--- src/verilog/alloc_params.svh ---
//==========================================================
// Buffer allocator parameters
// Bank count, local address width and size table depth
//==========================================================

`ifndef ALLOC_PARAMS_SVH
`define ALLOC_PARAMS_SVH

// Number of local buffer banks
`define ALLOC_N_BUF 4
// Bank index width, log2 of the bank count
`define ALLOC_BUF_BW 2

// Local address width, each bank holds 2**LBW words
`define ALLOC_LBW 6

// Entries in the shared size table
`define ALLOC_N_CFG 4
// Configuration id width
`define ALLOC_CFG_BW 2

`endif
--- src/verilog/alloc_pkg.sv ---
//==========================================================
// Buffer allocator types
// Request, free, grant and size table structs
//==========================================================

`include "alloc_params.svh"

package alloc_pkg;

	// One table entry, one bit wider than an address
	// so that a full bank fits
	typedef logic [`ALLOC_LBW:0] size_t;

	// Size per configuration id, shared by all banks
	typedef size_t [`ALLOC_N_CFG-1:0] size_tab_t;

	// Allocation request from the requester
	typedef struct packed {
		logic [`ALLOC_BUF_BW-1:0] bank;
		logic [`ALLOC_CFG_BW-1:0] cfg;
		logic                     is_false;
	} alloc_req_t;

	// Free pulse payload
	typedef struct packed {
		logic [`ALLOC_BUF_BW-1:0] bank;
		logic [`ALLOC_CFG_BW-1:0] cfg;
		logic                     is_false;
	} free_req_t;

	// Granted space, address is local to the bank
	typedef struct packed {
		logic [`ALLOC_BUF_BW-1:0] bank;
		logic [`ALLOC_LBW-1:0]    addr;
		logic [`ALLOC_CFG_BW-1:0] cfg;
		logic                     is_false;
	} grant_t;

endpackage

--- src/verilog/buffer_alloc_top.sv ---
//==========================================================
// Multi-bank local buffer allocator
// Dispatcher, one linear allocator per bank, grant merger
//==========================================================

`timescale 1ns/1ps

`include "alloc_params.svh"

module buffer_alloc_top (
	input  logic                  i_clk,
	input  logic                  i_rst_n,
	input  alloc_pkg::size_tab_t  i_sizes,
	// Alloc request channel
	input  logic                  i_alloc_rdy,
	input  alloc_pkg::alloc_req_t i_alloc,
	output logic                  o_alloc_ack,
	// Free and rewind pulses
	input  logic                  i_free_dval,
	input  alloc_pkg::free_req_t  i_free,
	input  logic                  i_blkdone_dval,
	// Merged grant channel
	output logic                  o_linear_rdy,
	output alloc_pkg::grant_t     o_linear,
	input  logic                  i_linear_ack
);

	// Dispatcher to banks
	logic [`ALLOC_N_BUF-1:0] bank_rdy;
	logic [`ALLOC_N_BUF-1:0] bank_ack;
	logic [`ALLOC_N_BUF-1:0] bank_free;
	// Banks to merger
	logic [`ALLOC_N_BUF-1:0] grant_rdy;
	logic [`ALLOC_N_BUF-1:0] grant_ack;
	alloc_pkg::grant_t       grant [`ALLOC_N_BUF];

	alloc_dispatch u_dispatch (
		.i_alloc_rdy (i_alloc_rdy),
		.i_alloc     (i_alloc),
		.o_alloc_ack (o_alloc_ack),
		.o_bank_rdy  (bank_rdy),
		.i_bank_ack  (bank_ack),
		.i_free_dval (i_free_dval),
		.i_free      (i_free),
		.o_bank_free (bank_free)
	);

	// One allocator per bank, table and rewind shared
	for (genvar g = 0; g < `ALLOC_N_BUF; g++) begin : g_bank
		linear_allocator u_alloc (
			.i_clk(i_clk), .i_rst_n(i_rst_n), .i_sizes(i_sizes),
			.i_alloc_rdy(bank_rdy[g]), .i_alloc(i_alloc), .o_alloc_ack(bank_ack[g]),
			.i_free_dval(bank_free[g]), .i_free(i_free), .i_blkdone_dval(i_blkdone_dval),
			.o_grant_rdy(grant_rdy[g]), .o_grant(grant[g]), .i_grant_ack(grant_ack[g])
		);
	end

	grant_merge u_merge (
		.i_clk(i_clk), .i_rst_n(i_rst_n),
		.i_bank_rdy(grant_rdy), .i_bank_grant(grant), .o_bank_ack(grant_ack),
		.o_linear_rdy(o_linear_rdy), .o_linear(o_linear), .i_linear_ack(i_linear_ack)
	);

endmodule

--- src/verilog/grant_merge.sv ---
//==========================================================
// Grant merger
// Round-robin selection of bank grants onto one output
//==========================================================

`timescale 1ns/1ps

`include "alloc_params.svh"

module grant_merge (
	input  logic                    i_clk,
	input  logic                    i_rst_n,
	// Bank grant channels
	input  logic [`ALLOC_N_BUF-1:0] i_bank_rdy,
	input  alloc_pkg::grant_t       i_bank_grant [`ALLOC_N_BUF],
	output logic [`ALLOC_N_BUF-1:0] o_bank_ack,
	// Merged output channel
	output logic                    o_linear_rdy,
	output alloc_pkg::grant_t       o_linear,
	input  logic                    i_linear_ack
);

	localparam int N_BUF = `ALLOC_N_BUF;
	localparam int BW    = `ALLOC_BUF_BW;

	logic [BW-1:0] ptr_r;
	logic [BW-1:0] sel_w;
	logic          hit_w;

	//==========================================================
	// Arbitration
	//==========================================================

	// First waiting bank at or after the pointer
	always_comb begin
		sel_w = ptr_r;
		hit_w = 1'b0;
		for (int k = 0; k < N_BUF; k++) begin
			if (!hit_w && i_bank_rdy[(int'(ptr_r) + k) % N_BUF]) begin
				hit_w = 1'b1;
				sel_w = BW'((int'(ptr_r) + k) % N_BUF);
			end
		end
	end

	assign o_linear_rdy = hit_w;
	assign o_linear     = i_bank_grant[sel_w];

	// Ack only the served bank, and only on a transfer
	always_comb begin
		o_bank_ack = '0;
		if (o_linear_rdy && i_linear_ack) begin
			o_bank_ack[sel_w] = 1'b1;
		end
	end

	// Pointer moves one past the served bank
	// held while the output is stalled
	always_ff @(posedge i_clk) begin
		if (!i_rst_n) begin
			ptr_r <= '0;
		end else if (o_linear_rdy && i_linear_ack) begin
			ptr_r <= BW'((int'(sel_w) + 1) % N_BUF);
		end
	end

endmodule

--- src/verilog/linear_allocator.sv ---
//==========================================================
// Linear allocator for one bank
// Tracks remaining capacity and a wrapping cursor, hands
// out the cursor on each accepted request
//==========================================================

`timescale 1ns/1ps

`include "alloc_params.svh"

module linear_allocator (
	input  logic                  i_clk,
	input  logic                  i_rst_n,
	// Shared size table
	input  alloc_pkg::size_tab_t  i_sizes,
	// Alloc channel
	input  logic                  i_alloc_rdy,
	input  alloc_pkg::alloc_req_t i_alloc,
	output logic                  o_alloc_ack,
	// Free pulse
	input  logic                  i_free_dval,
	input  alloc_pkg::free_req_t  i_free,
	// Rewind pulse
	input  logic                  i_blkdone_dval,
	// Grant channel
	output logic                  o_grant_rdy,
	output alloc_pkg::grant_t     o_grant,
	input  logic                  i_grant_ack
);

	localparam int LBW = `ALLOC_LBW;
	// Empty bank, 2**LBW words
	localparam logic [LBW:0] CAPACITY = (LBW+1)'(1) << LBW;

	//==========================================================
	// Internal
	//==========================================================
	logic [LBW:0]   cap_r;
	logic [LBW:0]   cap_w;
	logic [LBW-1:0] cur_r;
	logic [LBW:0]   asize;
	logic [LBW:0]   fsize;

	// False requests reserve and return nothing
	assign asize = i_alloc.is_false ? '0 : i_sizes[i_alloc.cfg];
	assign fsize = i_free.is_false  ? '0 : i_sizes[i_free.cfg];

	//==========================================================
	// Accept and capacity
	//==========================================================

	// Accept only with an empty grant slot and enough room
	// a pending grant blocks the next request
	assign o_alloc_ack = i_alloc_rdy && !o_grant_rdy && (cap_r >= asize);

	// Alloc and free can land in the same cycle
	always_comb begin
		cap_w = cap_r;
		if (o_alloc_ack) begin
			cap_w = cap_w - asize;
		end
		if (i_free_dval) begin
			cap_w = cap_w + fsize;
		end
	end

	//==========================================================
	// Sequential
	//==========================================================

	// Capacity and cursor
	always_ff @(posedge i_clk) begin
		if (!i_rst_n) begin
			cap_r <= CAPACITY;
			cur_r <= '0;
		end else begin
			cap_r <= cap_w;
			// Rewind wins over an advance in the same cycle
			if (i_blkdone_dval) begin
				cur_r <= '0;
			end else if (o_alloc_ack) begin
				// Full bank size truncates to zero, wraps mod 2**LBW
				cur_r <= cur_r + asize[LBW-1:0];
			end
		end
	end

	// Grant valid, held until the merger takes it
	always_ff @(posedge i_clk) begin
		if (!i_rst_n) begin
			o_grant_rdy <= 1'b0;
		end else if (o_alloc_ack) begin
			o_grant_rdy <= 1'b1;
		end else if (i_grant_ack) begin
			o_grant_rdy <= 1'b0;
		end
	end

	// Grant payload, captured on accept
	always_ff @(posedge i_clk) begin
		if (o_alloc_ack) begin
			o_grant.bank     <= i_alloc.bank;
			o_grant.addr     <= cur_r;
			o_grant.cfg      <= i_alloc.cfg;
			o_grant.is_false <= i_alloc.is_false;
		end
	end

endmodule

--- src/verilog/alloc_dispatch.sv ---
//==========================================================
// Allocation dispatcher
// Steers requests and frees to the addressed bank and
// returns that bank's ack, no latency in either direction
//==========================================================

`timescale 1ns/1ps

`include "alloc_params.svh"

module alloc_dispatch (
	// Requester side
	input  logic                     i_alloc_rdy,
	input  alloc_pkg::alloc_req_t    i_alloc,
	output logic                     o_alloc_ack,
	// Bank side, alloc channel
	output logic [`ALLOC_N_BUF-1:0]  o_bank_rdy,
	input  logic [`ALLOC_N_BUF-1:0]  i_bank_ack,
	// Free pulses
	input  logic                     i_free_dval,
	input  alloc_pkg::free_req_t     i_free,
	output logic [`ALLOC_N_BUF-1:0]  o_bank_free
);

	//==========================================================
	// Alloc steering
	//==========================================================

	// Only the addressed bank sees rdy
	always_comb begin
		o_bank_rdy = '0;
		if (i_alloc_rdy) begin
			o_bank_rdy[i_alloc.bank] = 1'b1;
		end
	end

	// Ack back from the addressed bank alone
	// other banks have rdy low and never ack anyway
	always_comb begin
		o_alloc_ack = i_alloc_rdy & i_bank_ack[i_alloc.bank];
	end

	//==========================================================
	// Free steering
	//==========================================================

	// One-hot decode of the free pulse
	// payload itself is shared by all banks
	always_comb begin
		o_bank_free = '0;
		if (i_free_dval) begin
			o_bank_free[i_free.bank] = 1'b1;
		end
	end

endmodule

--- config.mk ---
export PLATFORM = sky130hd
export DESIGN_NAME = buffer_alloc_top
export DESIGN_NICKNAME = d
export VERILOG_FILES = /design/src/verilog/alloc_pkg.sv /design/src/verilog/buffer_alloc_top.sv /design/src/verilog/grant_merge.sv /design/src/verilog/linear_allocator.sv /design/src/verilog/alloc_dispatch.sv
export VERILOG_INCLUDE_DIRS = /design/src /design/src/verilog
export SDC_FILE = /design/constraint.sdc
export NUM_CORES = 1
export LEC_CHECK = 0
export ABC_AREA = 0
export BUFFER_PORTS_ARGS = -buffer_cell sky130_fd_sc_hd__buf_4
export CORE_AREA = 3 3 122 124
export CTS_BUF_LIST = sky130_fd_sc_hd__clkbuf_8
export DETAILED_ROUTE_END_ITERATION = 8
export DIE_AREA = 0 0 125 127
export HOLD_SLACK_MARGIN = 0.06
export PLACE_DENSITY = 0.73
export SLEW_MARGIN = 20
export SYNTH_ARGS = -nofsm -noshare
export SYNTH_HDL_FRONTEND = slang
export SYNTH_SLANG_ARGS = --single-unit
export TNS_END_PERCENT = 1
--- constraint.sdc ---
create_clock -name i_clk -period 6.08 [get_ports i_clk]
set_input_delay 0.608 -clock i_clk [delete_from_list [all_inputs] [get_ports i_clk]]
set_output_delay 0.608 -clock i_clk [all_outputs]
set_load 0.01 [all_outputs]
==> flow_metrics.py, run 1 <==
metrics = {
    "outcome": {
        "status": "complete, no violations",
    },
    "hold_path": {
        "hold_class": "in2reg",
        "holdPathStages": 1,
    },
    "clock_network": {
        "post_cts_buffers": 0,
        "clkTransAtPathRegs_ns": 0.10,
        "postCtsResizedCells": 0,
        "postCtsHoldBufs": 0,
        "clockBufferDepth": 2,
        "cts_made_buffers": 9,
        "clockRootBuffer": "clkbuf_8",
        "insertion_delay_ns": 0.39,
        "cts_tree": "done",
        "htree_levels": 3,
        "clock_sinks": 102,
    },
    "finish": {
        "antenna_cells": 0,
        "utilization_pct": 60.3,
        "final_cell_area_sq_um": 8380,
        "final_nets": 971,
        "synthToLayoutAreaGrowth_pct": 10.2,
        "final_cells": 1020,
        "layout-drive-gt1-share_pct": 14.4,
    },
    "floorplan": {
        "initial_core_util_pct": 54.7,
        "ios": 57,
        "dieArea_sq_um": 15900,
        "core_area_sq_um": 13900,
        "die_h_um": 127,
        "die_w_um": 125,
        "rows": 43,
    },
    "critical_path": {
        "critPathMaxFanout": 15,
        "path_class": "in2out",
        "crit_cells": 10,
        "end_kind": "output port",
        "r2r_cells": 14,
        "crit_chain": "buf_4 > mux4_2 > nand2b_1 > ha_1 > inv_1 > o21ai_0 > o21ai_2 > inv_1 > or4_1 > buf_4",
        "cp_slowest_cell": "or4_1",
        "path_buf_inv": 4,
        "path_delay_family": "simple AND/OR/NAND/NOR gates",
        "critPathMaxStageDelay_ns": 0.64,
        "cp-start-kind": "input port",
        "cp.arrival_ns": 4.08,
        "cp_data_required_time_ns": 5.47,
    },
    "logic_synthesis": {
        "synth_cell_types": 66,
        "synth_top_area_cell": "edfxtp_1",
        "syn_avg_cell_area_sq_um": 9.63,
        "yosys-top-cells-count": "ha_1 (80), a21oi_1 (77), dfxtp_1 (58)",
        "ys_ff_latch": 102,
        "synth_area_sq_um": 7600,
        "synth_edf_count": 44,
        "synth.most_common_cell": "ha_1",
        "synth_top_cell_area_share_pct": 17.4,
        "syn_nets": 925,
        "ys.flop_type": "dfxtp_1",
        "ys_seq_area_share_pct": 32.7,
        "ys_warn_count": 0,
        "synthCells": 789,
        "synthTopCellsByArea": "edfxtp_1 (17%), dfxtp_1 (15%), ha_1 (13%)",
        "ys_async_sr_fraction_pct": 0,
    },
    "global_routing": {
        "grt_usage_pct": 23.7,
        "grt_pass1_vias": 6043,
        "grt-ovfl-total": 0,
        "grt_start_max_net_pins": 44,
        "grt_antenna_before_repair": 0,
        "grt_pass1_wl_um": 30300,
    },
    "sta": {
        "setup_viol": 0,
        "finalHoldViolCount": 0,
        "tns_ns": 0,
        "max_freq_ghz": 0.213,
        "period_needed_ns": 4.69,
        "fin_crit_sh_pct": 77.2,
        "setup_slack_ns": 1.39,
        "slew_headroom_pct": 32.6,
        "finalClockSkew_ns": 0.0126,
        "finalMaxSlewViolations": 0,
        "rsz0062_at_grt": "no",
        "fin_hold_ws_ns": 0.447,
        "worstMarginPinSlew_ns": 1.01,
    },
    "drt": {
        "wl_per_cell_um": 18.2,
        "post-route-drc-count": 0,
        "drt_iter0_drc": 425,
        "first_pass_iters": 5,
        "routed_wl_um": 18600,
        "via_per_inst": 5.88,
        "vias": 5999,
        "antenna_left": 0,
    },
    "placement": {
        "dp_cells": 1003,
        "gp_congestion": 0.914,
        "dp_hpwl_um": 13700,
        "portBuffers": 56,
        "dp_slack_ns": 1.07,
        "place_area_sq_um": 8140,
    },
    "pwr": {
        "powerDensity_nw_per_um2": 231,
        "irDropWorstVdd_mv": 0.0999,
        "power.leakage_nw": 3.68,
        "total_power_mw": 1.94,
    },
    "job": {
        "maxCapViolCount": 0,
    },
}
[state kept, by name, indices dropped and copies added (netlist names)]
name,cells
g_bank.u_alloc.cap_r,28
g_bank.u_alloc.cur_r,24
g_bank.u_alloc.o_grant,44
g_bank.u_alloc.o_grant_rdy,4
u_merge.ptr_r,2
[placed cells by master, fill, tap and decap left out, types with 6 or more instances in the layout]
| master | synthesis | routed |
|---|---|---|
| a211o_1 | 6 | 6 |
| a21boi_0 | 8 | 8 |
| a21o_1 | 23 | 23 |
| nand3_1 | 10 | 10 |
| o21bai_1 | 8 | 8 |
| fa_1 | 12 | 12 |
| xor2_1 | 26 | 26 |
| buf_4 | 3 | 62 |
| nand2_1 | 51 | 51 |
| mux4_2 | 9 | 9 |
| inv_1 | 47 | 48 |
| nor3_1 | 8 | 8 |
| o21ai_0 | 33 | 33 |
| a211oi_1 | 25 | 25 |
| mux2i_1 | 29 | 29 |
| clkbuf_8 | 0 | 9 |
| nor2b_1 | 32 | 32 |
| mux2_2 | 13 | 13 |
| edfxtp_1 | 44 | 44 |
| o21a_1 | 7 | 7 |
| xnor2_1 | 21 | 21 |
| nand2b_1 | 12 | 12 |
| nor2_1 | 55 | 55 |
| ha_1 | 80 | 80 |
| dfxtp_1 | 58 | 58 |
| a21oi_1 | 77 | 76 |
[kinds of logic (layout without fill, tap and decap cells)]
group / count (synthesis) / in the layout / share of synthesized area (%)
compound gates: 218 / 218 / 18.7
xor+xnor: 47 / 47 / 5.42
simple gates: 198 / 198 / 13.1
fa+ha+maj: 92 / 92 / 16.3
buf+inv: 77 / 128 / 4.61
flops: 102 / 102 / 32.7
mux: 55 / 55 / 9.14
[power breakdown]
group	internal (mW)	switching (mW)	total, mW
registers	0.746	0.0210	0.767
logic	0.315	0.392	0.707
clock network	0.198	0.264	0.462
total	1.26	0.678	1.94
[path summary, 6_finish.rpt]
kind / startpoint / to / slack (ns)
worst max register to register: g_bank[1].u_alloc.cap_r[2] / g_bank[1].u_alloc.cap_r[6] / 2.31
worst min-delay path: i_alloc[3] / g_bank[1].u_alloc.o_grant[9] / 0.45
worst min register to register: g_bank[3].u_alloc.cur_r[5] / g_bank[3].u_alloc.o_grant[8] / 0.47
worst max-delay path: i_alloc[1] / o_alloc_ack / 1.39
[routing by layer]
layer / global-route usage [%] / vias to the layer above / part of all wire [%]
li1: - / 2933 / -
met4: 8.16 / 0 / 1.8
met1: 31.1 / 2903 / 45
met3: 2.84 / 22 / 3.9
met2: 40.8 / 141 / 49
met5: 0 / - / 0
[layout make-up]
class                           instances  area (sq um)
Clock buffer                            9           124
Tap cell                              180           225
Fill cell                            1175          5510
Multi-Input combinational cell        610          4780
Inverter                               49           184
Timing Repair Buffer                   63           493
Sequential cell                       102          2480
Clock inverter                          7          82.6
[worst reg2reg max path, cell delays in order (launching register included)]
cell and delay [ns]:
dfxtp_1 0.32, ha_1 0.37, nand2_1 0.07, o21ai_1 0.25
a41o_1 0.23, o21a_1 0.34, mux2_2 0.41, ha_1 0.32
nor2b_1 0.15, o31a_1 0.26, o21a_1 0.19, o21ai_0 0.16
nor3b_1 0.33, xor2_1 0.18, nand2_1 0.07
Power figures use the tool's default switching activity.
==> inputs of run 2 (changes only) <==
--- a/config.mk
+++ b/config.mk
@@ -13,7 +13,7 @@
 export DETAILED_ROUTE_END_ITERATION = 8
 export DIE_AREA = 0 0 125 127
 export HOLD_SLACK_MARGIN = 0.06
-export PLACE_DENSITY = 0.73
+export PLACE_DENSITY = 0.76
 export SLEW_MARGIN = 20
 export SYNTH_ARGS = -nofsm -noshare
 export SYNTH_HDL_FRONTEND = slang
==> constraint.sdc (replaced) <==
create_clock -name i_clk -period 4.1 [get_ports i_clk]
set_input_delay 0.41 -clock i_clk [delete_from_list [all_inputs] [get_ports i_clk]]
set_output_delay 0.41 -clock i_clk [all_outputs]
set_load 0.01 [all_outputs]
==> run 2 against run 1 <==
Sequential power is 49% higher. Non-clock buffer count is 85 higher. Setup slack worse by 1.2 ns. Clock power is 44% higher. Sequential share of layout area is 2.4 points lower. Critical endpoint is now g_bank[2].u_alloc.cap_r[5]. Largest power group is now combinational logic.
==> flow_metrics.py, run 2 (synthesized netlist as in run 1, its figures left out) <==
metrics = {
    "hold_path": {
        "hold_class": "in2reg",
    },
    "clock_network": {
        "htree_levels": 3,
        "cts_tree": "done",
        "clockRootBuffer": "clkbuf_8",
        "clock_sinks": 102,
        "insertion_delay_ns": 0.40,
        "clkTransAtPathRegs_ns": 0.11,
        "cts_made_buffers": 9,
        "clockBufferDepth": 2,
    },
    "placement": {
        "dp_cells": 1088,
        "dp_slack_ns": -0.260,
        "gp_congestion": 0.937,
        "portBuffers": 56,
        "dp_hpwl_um": 15300,
    },
    "finish": {
        "final_cells": 1105,
        "final_common_cell": "buf_4",
        "multi_input_area_sq_um": 4890,
        "regMostFlops": "g_bank.u_alloc.o_grant",
        "final_nets": 1056,
        "final_cell_mix": "buf_4 (148), a21oi_1 (75), ha_1 (75), dfxtp_1 (58), nor2_1 (55)",
        "antenna_cells": 0,
        "seq_area_sq_um": 2480,
        "synthToLayoutAreaGrowth_pct": 19.8,
        "fillers": 1121,
        "layout-drive-gt1-share_pct": 24.3,
        "top_regs": "g_bank.u_alloc.o_grant x44, g_bank.u_alloc.cap_r x28, g_bank.u_alloc.cur_r x24",
        "largest_register_ffs": 44,
    },
    "floorplan": {
        "dieArea_sq_um": 15900,
        "initial_core_util_pct": 54.7,
        "ios": 57,
        "die_w_um": 125,
        "core_area_sq_um": 13900,
        "rows": 43,
        "die_h_um": 127,
    },
    "global_routing": {
        "grt_pass1_vias": 6540,
        "grt_pass1_wl_um": 32000,
        "grt_start_max_net_pins": 44,
        "grt-ovfl-total": 0,
        "grt_usage_pct": 25.0,
        "grt_antenna_before_repair": 0,
    },
    "critical_path": {
        "path_class": "in2reg",
        "crit_chain": "buf_4 > mux4_2 > nor2b_4 > ha_1 > nand2b_1 > a21oi_1 > o21ai_0 > a31oi_4 > mux2i_2 > inv_1 > ha_1 > a21o_1 > a21o_1 > a21o_1 > a21oi_1 > xor2_1 > o32ai_1 > a41o_1",
        "critPathMaxFanout": 9,
        "cp.arrival_ns": 4.18,
        "path_buf_inv": 2,
        "critPathMaxStageDelay_ns": 0.52,
        "crit_top_cell": "a21o_1",
        "end_kind": "register",
        "path_delay_family": "compound AO/OA/AOI/OAI gates",
        "cp_data_required_time_ns": 4.40,
        "cp-start-kind": "input port",
        "cp_slowest_cell": "mux4_2",
    },
    "drt": {
        "routed_wl_um": 19900,
        "antenna_left": 0,
        "first_pass_iters": 5,
        "vias": 6424,
        "wl_per_cell_um": 18.0,
        "wl_met3_um": 946,
        "drt_iter0_drc": 449,
        "wl_met1_um": 8670,
        "post-route-drc-count": 0,
        "via_per_inst": 5.81,
        "routed.top_layer": "met4",
        "dr_wl_met2_um": 9680,
    },
    "sta": {
        "worstMarginPinSlew_ns": 0.998,
        "slew_headroom_pct": 33.5,
        "setup_viol": 0,
        "tns_ns": 0,
        "rsz0062_at_grt": "yes",
        "max_freq_ghz": 0.257,
        "fin_crit_sh_pct": 94.8,
        "setup_slack_ns": 0.212,
        "finalHoldViolCount": 0,
        "period_needed_ns": 3.89,
        "fin_hold_ws_ns": 0.252,
        "finalClockSkew_ns": 0.0153,
        "finalMaxSlewViolations": 0,
    },
    "outcome": {
        "status": "complete, no violations",
    },
    "pwr": {
        "powerDensity_nw_per_um2": 330,
        "irDropWorstVdd_mv": 0.183,
        "power.leakage_nw": 4.10,
    },
    "job": {
        "maxCapViolCount": 0,
    },
}
-- run 2: worst register-to-register path: cells and delay by family, from the launching register on --
family / cells / cell delay (ns)
AND/OR/NAND/NOR: 3 / 0.59
multiplexers: 1 / 0.34
buffers and inverters: 2 / 0.11
XOR/XNOR: 1 / 0.08
flip-flops: 1 / 0.44
AO/OA/AOI/OAI: 7 / 1.06
adder cells (fa/ha/maj): 3 / 0.75
-- run 2: power breakdown --
| group | switching [mW] | internal [mW] |
|---|---|---|
| combinational | 0.626 | 0.579 |
| clock | 0.417 | 0.247 |
| sequential | 0.0346 | 1.11 |
-- run 2: timing repair --
item | in CTS | in global routing
gates resized for setup | 0 | 11
setup endpoints to repair | 0 | 6
setup buffers | 0 | 1
hold buffers | 0 | 0
-- run 2: metal layers --
layer  up-vias  track usage (%)
li1       3107                -
met3        45             4.10
met5         -                0
met4         0             8.86
met2       189             43.2
met1      3083             32.0
-- run 2: worst paths after layout --
check	depth (start not counted)	endpoint	startpoint	slack [ns]
worst max-delay path	18	g_bank[2].u_alloc.cap_r[5]	i_alloc[1]	0.21
worst min register to register	0	g_bank[2].u_alloc.o_grant[8]	g_bank[2].u_alloc.cur_r[5]	0.46
worst max register to register	17	g_bank[0].u_alloc.cap_r[6]	g_bank[0].u_alloc.cap_r[4]	0.64
worst min-delay path	1	g_bank[2].u_alloc.o_grant[9]	i_alloc[3]	0.25
-- run 2: final cells by class --
cell class	instances	area share, %
Sequential cell	102	27.3
Clock inverter	7	1.03
Timing Repair Buffer	148	12.2
Multi-Input combinational cell	610	53.7
Inverter	49	2.02
Tap cell	180	2.47
Clock buffer	9	1.36
-- run 2: through the flow --
step                util [%]  cell area [sq um]  power [mW]
floorplan                  -               7690        1.91
global placement        63.7               8840        2.29
detailed placement      63.7               8840        2.34
CTS                     65.2               9060        3.00
global route            65.6               9110        3.18
finish                  65.6               9110        3.01
